**src/include/dma_params.svh**
```systemverilog
// dma exerciser parameters
`ifndef DMA_PARAMS_SVH
`define DMA_PARAMS_SVH

// data path word, fixed at 32 bits
`define DMA_DW 32

// word count and transfer length
`define DMA_CNT_W 12

// enabled byte count, holds 4 x max length
`define DMA_BCNT_W 14

// host register map, 2-bit address
`define DMA_A_SRC_SEED 2'd0
`define DMA_A_CHK_SEED 2'd1
`define DMA_A_START 2'd2

`endif

```
**src/design/dma_pkg.sv**
```systemverilog
// dma exerciser types
`include "dma_params.svh"

package dma_pkg;

    // transfer descriptor view of a command word
    typedef struct packed {
        logic [`DMA_DW-`DMA_CNT_W-`DMA_DW/8-1:0] rsvd;
        logic [`DMA_DW/8-1:0]                   mask;
        logic [`DMA_CNT_W-1:0]                  len;
    } xfer_desc_t;

    // one host word, read as a seed or as a descriptor
    typedef union packed {
        logic [`DMA_DW-1:0] seed;
        xfer_desc_t         xfer;
    } cmd_word_u;

    // transfer sequencer states
    typedef enum logic [2:0] {IDLE, FETCH, FETCH_REL, DELIVER, DELIVER_REL} ctl_state_e;

    // shift left, new lsb is bit 31 xor bit 30
    function automatic logic [`DMA_DW-1:0] lfsr_next(input logic [`DMA_DW-1:0] v);
        return {v[`DMA_DW-2:0], v[`DMA_DW-1] ^ v[`DMA_DW-2]};
    endfunction

endpackage

```
**src/design/dma_check_top.sv**
```systemverilog
// dma exerciser top
`timescale 1ns/1ps
`include "dma_params.svh"

module dma_check_top
    import dma_pkg::*;
(
    input  logic                   i_clk,
    input  logic                   i_reset,
    // host command port
    input  logic                   i_cmd_req,
    input  logic [1:0]             i_cmd_addr,
    input  cmd_word_u              i_cmd_data,
    output logic                   o_cmd_ack,
    // status
    output logic                   o_busy,
    output logic                   o_done,
    output logic                   o_err,
    output logic [`DMA_CNT_W-1:0]  o_word_count,
    output logic [`DMA_BCNT_W-1:0] o_byte_count
);

    ////////////////////////////////////////////////////////////
    // internal nets
    ////////////////////////////////////////////////////////////

    // seed bus, shared by both loads
    logic [`DMA_DW-1:0]   seed;
    logic                 src_load;
    logic                 chk_load;
    // fetch handshake
    logic                 fetch_req;
    logic                 fetch_ack;
    logic [`DMA_DW-1:0]   fetch_word;
    // deliver handshake
    logic                 dlv_req;
    logic                 dlv_ack;
    logic [`DMA_DW-1:0]   dlv_word;
    logic [`DMA_DW/8-1:0] dlv_mask;

    ////////////////////////////////////////////////////////////
    // blocks
    ////////////////////////////////////////////////////////////

    dma_control u_control (
        .i_clk       (i_clk),
        .i_reset     (i_reset),
        .i_cmd_req   (i_cmd_req),
        .i_cmd_addr  (i_cmd_addr),
        .i_cmd_data  (i_cmd_data),
        .o_cmd_ack   (o_cmd_ack),
        .o_busy      (o_busy),
        .o_done      (o_done),
        .o_seed      (seed),
        .o_src_load  (src_load),
        .o_chk_load  (chk_load),
        .o_fetch_req (fetch_req),
        .i_fetch_ack (fetch_ack),
        .i_word      (fetch_word),
        .o_dlv_req   (dlv_req),
        .o_dlv_word  (dlv_word),
        .o_dlv_mask  (dlv_mask),
        .i_dlv_ack   (dlv_ack)
    );

    // pattern generator
    pattern_source u_source (
        .i_clk       (i_clk),
        .i_reset     (i_reset),
        .i_load      (src_load),
        .i_seed      (seed),
        .i_fetch_req (fetch_req),
        .o_fetch_ack (fetch_ack),
        .o_word      (fetch_word)
    );

    // compare and count
    pattern_checker u_checker (
        .i_clk        (i_clk),
        .i_reset      (i_reset),
        .i_load       (chk_load),
        .i_seed       (seed),
        .i_dlv_req    (dlv_req),
        .i_dlv_word   (dlv_word),
        .i_dlv_mask   (dlv_mask),
        .o_dlv_ack    (dlv_ack),
        .o_err        (o_err),
        .o_word_count (o_word_count),
        .o_byte_count (o_byte_count)
    );

endmodule

```
**src/design/dma_control.sv**
```systemverilog
// dma exerciser control
`timescale 1ns/1ps
`include "dma_params.svh"

module dma_control
    import dma_pkg::*;
(
    input  logic                 i_clk,
    input  logic                 i_reset,
    // host command port
    input  logic                 i_cmd_req,
    input  logic [1:0]           i_cmd_addr,
    input  cmd_word_u            i_cmd_data,
    output logic                 o_cmd_ack,
    output logic                 o_busy,
    output logic                 o_done,
    // seed distribution
    output logic [`DMA_DW-1:0]   o_seed,
    output logic                 o_src_load,
    output logic                 o_chk_load,
    // fetch side
    output logic                 o_fetch_req,
    input  logic                 i_fetch_ack,
    input  logic [`DMA_DW-1:0]   i_word,
    // deliver side
    output logic                 o_dlv_req,
    output logic [`DMA_DW-1:0]   o_dlv_word,
    output logic [`DMA_DW/8-1:0] o_dlv_mask,
    input  logic                 i_dlv_ack
);

    ctl_state_e            state;
    cmd_word_u             cmd_q;
    logic [1:0]            addr_q;
    logic                  cmd_stb;
    logic [`DMA_CNT_W-1:0] remain;
    logic [`DMA_DW/8-1:0]  mask_q;
    logic [`DMA_DW-1:0]    word_q;
    logic                  wr_src;
    logic                  wr_chk;
    logic                  wr_start;

    ////////////////////////////////////////////////////////////
    // host port
    ////////////////////////////////////////////////////////////

    // ack tracks req one cycle late
    // cmd_stb marks the cycle after the ack rise
    always_ff @(posedge i_clk) begin
        if (i_reset) begin
            o_cmd_ack <= 1'b0;
            cmd_stb   <= 1'b0;
        end else begin
            o_cmd_ack <= i_cmd_req;
            cmd_stb   <= i_cmd_req && !o_cmd_ack;
        end
    end

    // command taken on the ack rising edge
    always_ff @(posedge i_clk) begin
        if (i_cmd_req && !o_cmd_ack) begin
            addr_q <= i_cmd_addr;
            cmd_q  <= i_cmd_data;
        end
    end

    // writes while busy are acked and dropped
    assign wr_src   = cmd_stb && !o_busy && (addr_q == `DMA_A_SRC_SEED);
    assign wr_chk   = cmd_stb && !o_busy && (addr_q == `DMA_A_CHK_SEED);
    assign wr_start = cmd_stb && !o_busy && (addr_q == `DMA_A_START);

    // same seed bus for both loads
    assign o_seed     = cmd_q.seed;
    assign o_src_load = wr_src;
    assign o_chk_load = wr_chk;

    ////////////////////////////////////////////////////////////
    // transfer sequencer
    ////////////////////////////////////////////////////////////

    always_ff @(posedge i_clk) begin
        if (i_reset) begin
            state  <= IDLE;
            o_busy <= 1'b0;
            o_done <= 1'b0;
            remain <= '0;
        end else begin
            case (state)
                IDLE: begin
                    if (wr_start) begin
                        // zero length finishes at once
                        o_done <= 1'b1;
                        if (cmd_q.xfer.len != '0) begin
                            o_busy <= 1'b1;
                            o_done <= 1'b0;
                            remain <= cmd_q.xfer.len;
                            state  <= FETCH;
                        end
                    end
                end
                FETCH: begin
                    if (i_fetch_ack)
                        state <= FETCH_REL;
                end
                FETCH_REL: begin
                    if (!i_fetch_ack)
                        state <= DELIVER;
                end
                DELIVER: begin
                    if (i_dlv_ack) begin
                        remain <= remain - 1'b1;
                        state  <= DELIVER_REL;
                    end
                end
                DELIVER_REL: begin
                    // last word once the checker lets go
                    if (!i_dlv_ack) begin
                        if (remain == '0) begin
                            o_busy <= 1'b0;
                            o_done <= 1'b1;
                            state  <= IDLE;
                        end else begin
                            state <= FETCH;
                        end
                    end
                end
                default: state <= IDLE;
            endcase
        end
    end

    // word and mask held for the deliver phase
    always_ff @(posedge i_clk) begin
        if (state == FETCH && i_fetch_ack)
            word_q <= i_word;
        if (wr_start)
            mask_q <= cmd_q.xfer.mask;
    end

    // req lines straight from state
    assign o_fetch_req = (state == FETCH);
    assign o_dlv_req   = (state == DELIVER);
    assign o_dlv_word  = word_q;
    assign o_dlv_mask  = mask_q;

endmodule

```
**src/design/pattern_checker.sv**
```systemverilog
// lfsr pattern checker
`timescale 1ns/1ps
`include "dma_params.svh"

module pattern_checker
    import dma_pkg::*;
(
    input  logic                   i_clk,
    input  logic                   i_reset,
    // seed load, also clears status
    input  logic                   i_load,
    input  logic [`DMA_DW-1:0]     i_seed,
    // deliver handshake
    input  logic                   i_dlv_req,
    input  logic [`DMA_DW-1:0]     i_dlv_word,
    input  logic [`DMA_DW/8-1:0]   i_dlv_mask,
    output logic                   o_dlv_ack,
    // status
    output logic                   o_err,
    output logic [`DMA_CNT_W-1:0]  o_word_count,
    output logic [`DMA_BCNT_W-1:0] o_byte_count
);

    localparam int NB = `DMA_DW / 8;

    logic [`DMA_DW-1:0] expect_q;
    logic [NB-1:0]      lane_bad;
    logic [3:0]         n_bytes;
    logic               dlv_start;

    ////////////////////////////////////////////////////////////
    // lane compare
    ////////////////////////////////////////////////////////////

    // only enabled lanes can flag a miss
    always_comb begin
        for (int i = 0; i < NB; i++)
            lane_bad[i] = i_dlv_mask[i] && (i_dlv_word[i*8 +: 8] != expect_q[i*8 +: 8]);
    end

    // enabled byte count for this word
    always_comb begin
        n_bytes = '0;
        for (int i = 0; i < NB; i++)
            n_bytes = n_bytes + 4'(i_dlv_mask[i]);
    end

    // first cycle of req seen high
    assign dlv_start = i_dlv_req && !o_dlv_ack;

    ////////////////////////////////////////////////////////////
    // reference and status
    ////////////////////////////////////////////////////////////

    always_ff @(posedge i_clk) begin
        if (i_reset) begin
            expect_q     <= '0;
            o_dlv_ack    <= 1'b0;
            o_err        <= 1'b0;
            o_word_count <= '0;
            o_byte_count <= '0;
        end else if (i_load) begin
            // new seed restarts the check
            expect_q     <= i_seed;
            o_err        <= 1'b0;
            o_word_count <= '0;
            o_byte_count <= '0;
        end else if (dlv_start) begin
            // sticky error, counts on the req edge
            o_err        <= o_err || (|lane_bad);
            o_word_count <= o_word_count + 1'b1;
            o_byte_count <= o_byte_count + `DMA_BCNT_W'(n_bytes);
            o_dlv_ack    <= 1'b1;
        end else if (!i_dlv_req && o_dlv_ack) begin
            // release, then move to next expected word
            o_dlv_ack <= 1'b0;
            expect_q  <= lfsr_next(expect_q);
        end
    end

endmodule

```
**src/design/pattern_source.sv**
```systemverilog
// lfsr pattern source
`timescale 1ns/1ps
`include "dma_params.svh"

module pattern_source
    import dma_pkg::*;
(
    input  logic               i_clk,
    input  logic               i_reset,
    // seed load
    input  logic               i_load,
    input  logic [`DMA_DW-1:0] i_seed,
    // fetch handshake
    input  logic               i_fetch_req,
    output logic               o_fetch_ack,
    output logic [`DMA_DW-1:0] o_word
);

    logic [`DMA_DW-1:0] lfsr;

    ////////////////////////////////////////////////////////////
    // generator state
    ////////////////////////////////////////////////////////////

    always_ff @(posedge i_clk) begin
        if (i_reset) begin
            lfsr        <= '0;
            o_fetch_ack <= 1'b0;
        end else begin
            // seed only arrives while control is idle
            if (i_load)
                lfsr <= i_seed;

            if (i_fetch_req && !o_fetch_ack) begin
                // word already on o_word, just ack
                o_fetch_ack <= 1'b1;
            end else if (!i_fetch_req && o_fetch_ack) begin
                // handshake done, step to next word
                o_fetch_ack <= 1'b0;
                lfsr        <= lfsr_next(lfsr);
            end
        end
    end

    ////////////////////////////////////////////////////////////
    // word output
    ////////////////////////////////////////////////////////////

    // current value, held until ack drops
    // zero seed keeps this at zero forever
    assign o_word = lfsr;

endmodule

```
**config.mk**
```make
export PLATFORM = sky130hd
export DESIGN_NAME = dma_check_top
export DESIGN_NICKNAME = d
export VERILOG_FILES = /design/src/design/dma_pkg.sv /design/src/design/dma_check_top.sv /design/src/design/dma_control.sv /design/src/design/pattern_checker.sv /design/src/design/pattern_source.sv
export VERILOG_INCLUDE_DIRS = /design/src /design/src/include
export SDC_FILE = /design/constraint.sdc
export NUM_CORES = 1
export LEC_CHECK = 0
export ABC_AREA = 1
export ABC_CLOCK_PERIOD_IN_PS = 3300
export BUFFER_PORTS_ARGS = -buffer_cell sky130_fd_sc_hd__buf_2
export CAP_MARGIN = 20
export CORE_ASPECT_RATIO = 1.2
export CORE_UTILIZATION = 27
export DETAILED_ROUTE_END_ITERATION = 16
export PLACE_DENSITY = 0.38
export SLEW_MARGIN = 20
export SYNTH_ARGS = -nofsm -noshare
export SYNTH_HDL_FRONTEND = slang
export SYNTH_SLANG_ARGS = --single-unit
```
**constraint.sdc**
```tcl
create_clock -name i_clk -period 3.3 [get_ports i_clk]
set_input_delay 0.165 -clock i_clk [delete_from_list [all_inputs] [get_ports i_clk]]
set_output_delay 0.165 -clock i_clk [all_outputs]
set_load 0.1 [all_outputs]
```
After elaboration in Yosys (flattened, before gate mapping)
Index checks and enable logic that the tools add are counted.
- input port bits: 37
- word-level logic and storage cells: 114
- output and inout bits: 30
- flip-flop bits (word level): 182
- multiplexer cells: 32
- add/sub/neg operators: 6
- reduce and logical (&&, ||, !) cells: 38
- bitwise logic cells: 3
- eq/ne operators: 18
- operators with widths (operator ; number):
    2-to-1 mux 32 bit ; 6
    2-to-1 mux 12 bit ; 3
    inequality test 8 bit ; 4
    case mux 12 bit (2 select lines) ; 1
    2-to-1 mux 3 bit ; 6
    case mux 3 bit (5 select lines) ; 1
    adder 14 x 4 -> 14 bit ; 1
    logical AND 1 bit ; 14
    2-to-1 mux 1 bit ; 13
    adder 12 x 1 -> 12 bit (second input constant) ; 1
    logical NOT 12 bit ; 1
    nonzero test 12 bit ; 1
    subtractor 12 x 1 -> 12 bit (second input constant) ; 1
    inequality test 2 bit (second input constant) ; 5
    nonzero test 2 bit ; 5
    adder 4 x 1 -> 4 bit ; 2
    AND reduction 4 bit ; 2
    equality test 3 x 2 -> 1 bit (second input constant) ; 2
    logical NOT 1 bit ; 6
    inequality test 2 x 1 -> 1 bit (second input constant) ; 3
    AND reduction 6 bit ; 1
    AND reduction 5 bit ; 1
    case mux 1 bit (2 select lines) ; 2
    AND reduction 2 bit ; 2
    12 further kinds ; 13

Depth between registers and ports, before layout
- depth after elaboration: 6
- depth in mapped cells: 17
- gate-level depth less buffers: 17

Cells and area by module
Synthesis repeated with hierarchy kept, for this count alone.
- cells, all modules: 1013
- area total of the unflattened synthesis: 8445.6 sq um
- by module, submodules not included (module ; area each (sq um) ; cells each ; seq. area each (sq um) ; times used):
    dma_control ; 3424.5 ; 305 ; 2482.4 ; 1
    pattern_checker ; 3370.7 ; 452 ; 1201.2 ; 1
    pattern_source ; 1650.3 ; 256 ; 660.6 ; 1

Worst setup path before layout
Ideal clock, no wire load.
- path kind: register -> register
- from: reg u_control.mask_q[0] (netlist: u_control.o_dlv_mask[0])
- to: reg u_checker.o_byte_count[12]
- cell stages (with the launch flop): 18
- setup slack: 471 ps
- data required time: 3183 ps
- setup time: 117 ps
- arrival: 2712 ps
- period minus slack after synthesis: 2829 ps
- cell sequence: edfxtp_1 ha_1 inv_1 fa_1 inv_1 ha_1 inv_1 fa_1 o21ai_1 nand2_1 nor2_2 nand2_1 nor2_1 nand2_1 nor2_1 nand2_1 nand2_1 nor2_1
- word-level cells in the longest chain between the ends: 4
- RTL lines (item ; line ; RTL):
    start, declared ; dma_control.sv:37 ; logic [`DMA_DW/8-1:0] mask_q;
    start signal, assigned ; dma_control.sv:137 ; mask_q <= cmd_q.xfer.mask;
    adder 1 x 1 -> 2 bit ; pattern_checker.sv:45 ; n_bytes = n_bytes + 4'(i_dlv_mask[i]);
    adder 4 x 1 -> 4 bit (2 in series) ; pattern_checker.sv:45 ;
    adder 14 x 4 -> 14 bit ; pattern_checker.sv:72 ; o_byte_count <= o_byte_count + `DMA_BCNT_W'(n_bytes);
    end signal, assigned ; pattern_checker.sv:72 ;
    end, declared ; pattern_checker.sv:21 ; output logic [`DMA_BCNT_W-1:0] o_byte_count
No other way between the ends.
A chain may end at the register's enable or synchronous reset.

Worst setup path in the final report
Same ends and word-level chain as after synthesis.

==> flow_summary_export.csv <==
group,metric,value,unit
outcome,outcome,"finished, final reports clean",
worst_setup_path,setup.worst_path.class,"register to register",
clock_tree,cts_setup_buffers,0,
cells_and_area,fin_nets,1084,
job,cap_violations,0,
logic_synthesis,synth_flop_cell,"dfxtp_1",
timing,final-hold-violation-count,0,
drt,antenna_left,0,
clock_tree,cts_tree,"done",
clock_tree,cts-root-buf,"clkbuf_16",
worst_setup_path,crit_required,3.63,ns
floorplan,coreArea,29700,um2
timing,period_minus_slack,2.89,ns
clock_tree,cts_buffers,17,
global_route,grt_util_met3,0.0264,
drt,wl,21000,um
timing,rsz0062_at_grt,"no",
floorplan,ioPinCount,67,
cells_and_area,drive_gt1_frac,0.141,
placed_design,gp_congestion,0.758,
floorplan,rows,69,
timing,clock.fmax,0.346,GHz
clock_tree,ctsResizeCount,0,
logic_synthesis,synth_edf_count,70,
logic_synthesis,netlist_instances,936,
logic_synthesis,yosys.area_share.simple,0.201,
worst_setup_path,arrival,3.22,ns
cells_and_area,fin_area,9840,um2
drt,route.detailed.drc,0,
global_route,grt.busiest_layer,"met2",
drt,num_vias,6342,
clock_tree,ctsHoldBuffers,35,
logic_synthesis,synth-compound-area-share,0.130,
floorplan,fp.dieArea,30900,um2
logic_synthesis,synth_top_family_by_area,"simple AND/OR/NAND/NOR gates",
global_route,antenna_found_initial,0,
pwr,leakagePower,4.01,nW
global_route,grt_start_max_net_pins,34,
floorplan,start_util,0.275,
global_route,grt_usage,0.143,
logic_synthesis,avgSynthCellArea,8.72,um2
worst_setup_path,crit_path_end_kind,"register",
global_route,grt_pass1_wl,34200,um
clock_tree,cts.reportedPaths.clkPinSlew,0.07,ns
placed_design,placed_area,8910,um2
timing,fin_setup_tns,0,ns
pwr,ir_worst_vdd,0.000265,V
timing,tightestPinTransition,0.960,ns
clock_tree,clockBufferDepth,2,
global_route,use_met2,0.252,
timing,maxSlewViolCount,0,
floorplan,die_h,192,um
logic_synthesis,synthMuxAreaShare,0,
clock_tree,clock_sinks,182,
pwr,power_density,661,nW/um2
drt,first_iter_violations,303,
pwr,power,6.51,mW
cells_and_area,syn_to_final_growth,20.5,%
worst_setup_path,worstPathMaxFanout,3,
drt,wl_per_cell,14.6,um
cells_and_area,final_util,0.331,
timing,final.period_utilization,0.876,
placed_design,dpl.hpwl,14000,um
clock_tree,htreeDepth,4,
clock_tree,insertion_delay,0.44,ns
placed_design,portBuffers,66,
timing,finalSetupViolations,0,
global_route,grt_pass1_vias,6272,
cells_and_area,antenna_cells,0,
cells_and_area,fillers,3155,
logic_synthesis,ys_seq_elements,182,
logic_synthesis,ys_types,46,
logic_synthesis,netlist_area,8160,um2
floorplan,die_x,161,um
logic_synthesis,synth-async-reset-ratio,0,
timing,fin_skew,0.0147,ns
worst_setup_path,start_kind,"register",
hold_path,min_path_type,"primary input to register",
drt,avgViaCountPerCell,4.42,
logic_synthesis,yosysWarnings,0,
global_route,overflow,0,
logic_synthesis,synth_fp_nets,987,
logic_synthesis,synth_xor_xnor_area_share,0.0333,
timing,relSlewSlack,0.359,
global_route,met1_usage,0.178,
drt,dr.pass1.iters,4,
logic_synthesis,synthAdderAreaFrac,0.0233,
logic_synthesis,yosysSeqAreaShare,0.532,
==> layout by cell type, fill, tap and decap left out, types with 3 or more instances in the layout <==
| cell type | synthesis | layout |
|---|---|---|
| a21oi_1 | 41 | 41 |
| a221oi_1 | 6 | 6 |
| a31oi_1 | 22 | 22 |
| buf_2 | 15 | 66 |
| buf_4 | 3 | 17 |
| clkbuf_16 | 0 | 17 |
| clkinv_4 | 0 | 4 |
| dfxtp_1 | 112 | 112 |
| dlygate4sd3_1 | 0 | 35 |
| edfxtp_1 | 70 | 70 |
| ha_1 | 12 | 12 |
| inv_1 | 110 | 110 |
| inv_2 | 5 | 5 |
| inv_6 | 0 | 5 |
| nand2_1 | 216 | 216 |
| nand3_1 | 32 | 32 |
| nand3_2 | 4 | 4 |
| nand4_1 | 23 | 23 |
| nor2_1 | 70 | 68 |
| nor2_2 | 7 | 8 |
| nor2_4 | 2 | 3 |
| nor3_1 | 6 | 6 |
| nor4_1 | 3 | 3 |
| o211ai_1 | 19 | 19 |
| o21ai_0 | 54 | 54 |
| o21ai_1 | 8 | 8 |
| o21bai_1 | 14 | 14 |
| xnor2_1 | 27 | 27 |
| xor2_1 | 4 | 4 |
==> logic make-up (layout without fill, tap and decap cells) <==
kind of cell    count (synthesis)  in the layout
buf+inv                       158            268
simple gates                  374            374
fa+ha+maj                      14             14
xor+xnor                       31             31
flops                         182            182
compound gates                177            177
==> metrics by stage <==
step | worst slack, ns | hold WS, ns | cells
5_1_grt | 0.0304 | 0.133 | 1436
4_1_cts | 0.392 | 0.111 | 1436
3_3_place_gp | 0.467 | 0.343 | 1369
2_1_floorplan | 0.471 | 0.264 | 936
3_5_place_dp | 0.409 | 0.343 | 1369
6_report | 0.409 | 0.129 | 1436
==> final timing paths <==
path	startpoint	slack, ns	end	cells past startpoint
worst max register to register	u_control.o_dlv_mask[0]$_DFFE_PP_	0.41	u_checker.o_byte_count[12]$_SDFFE_PP0P_	17
worst min register to register	u_source.o_word[30]$_SDFF_PP0_	0.43	u_control.o_dlv_word[30]$_DFFE_PP_	0
worst min-delay path	i_reset	0.13	u_control.remain[10]$_SDFFE_PP0P_	2
worst max-delay path	u_control.o_dlv_mask[0]$_DFFE_PP_	0.41	u_checker.o_byte_count[12]$_SDFFE_PP0P_	17
==> report_power, final <==
group | internal [mW] | switching, mW
Clock | 1.07 | 0.960
Sequential | 2.65 | 0.203
Combinational | 0.552 | 1.07
==> layer usage <==
layer	vias up	routed length, um	part of all wire
met5	-	0	0
met4	0	172	0.0082
met3	7	551	0.026
met2	80	10100	0.48
met1	2953	10100	0.48
li1	3302	-	-
==> synth_stat cells, types with 4 or more instances <==
library cell / number / area [um2]
nor2_2: 7 / 43.8
o21ai_1: 8 / 40.0
o211ai_1: 19 / 143
nor3_1: 6 / 30.0
nand2_1: 216 / 811
a21oi_1: 41 / 205
inv_2: 5 / 18.8
edfxtp_1: 70 / 2100
nand3_1: 32 / 160
nor2_1: 70 / 263
a31oi_1: 22 / 138
xnor2_1: 27 / 236
o21ai_0: 54 / 270
a221oi_1: 6 / 52.6
dfxtp_1: 112 / 2240
ha_1: 12 / 150
inv_1: 110 / 413
o21bai_1: 14 / 105
buf_2: 15 / 75.1
xor2_1: 4 / 35.0
clkbuf_1: 19 / 71.3
nand4_1: 23 / 144
nand3_2: 4 / 40.0
==> worst max-delay path, stage by stage, from the launching register on <==
cell	delay, ns
edfxtp_1	0.39
ha_1	0.30
inv_1	0.07
fa_1	0.41
inv_1	0.07
ha_1	0.16
inv_1	0.06
fa_1	0.40
o21ai_1	0.15
nand2_1	0.07
nor2_2	0.13
nand2_1	0.10
nor2_1	0.14
nand2_1	0.09
nor2_1	0.13
nand2_1	0.06
nand2_1	0.05
nor2_1	0.04
==> state kept, by name, indices dropped and copies added, names as in the netlist, 4 cells and up <==
signal	flops
u_control.o_seed	32
u_control.o_dlv_word	32
u_checker.o_byte_count	14
u_checker.expect_q	32
u_control.o_dlv_mask	4
u_checker.o_word_count	12
u_control.remain	12
u_source.o_word	32
==> layout make-up <==
class | instances | area [um2] | area share
Tap cell | 390 | 488 | 0.0496
Inverter | 118 | 445 | 0.0453
Multi-Input combinational cell | 596 | 3180 | 0.323
Sequential cell | 182 | 4340 | 0.442
Clock buffer | 18 | 429 | 0.0436
Clock inverter | 14 | 144 | 0.0146
Timing Repair Buffer | 118 | 808 | 0.0822
Power figures use the tool's default switching activity.
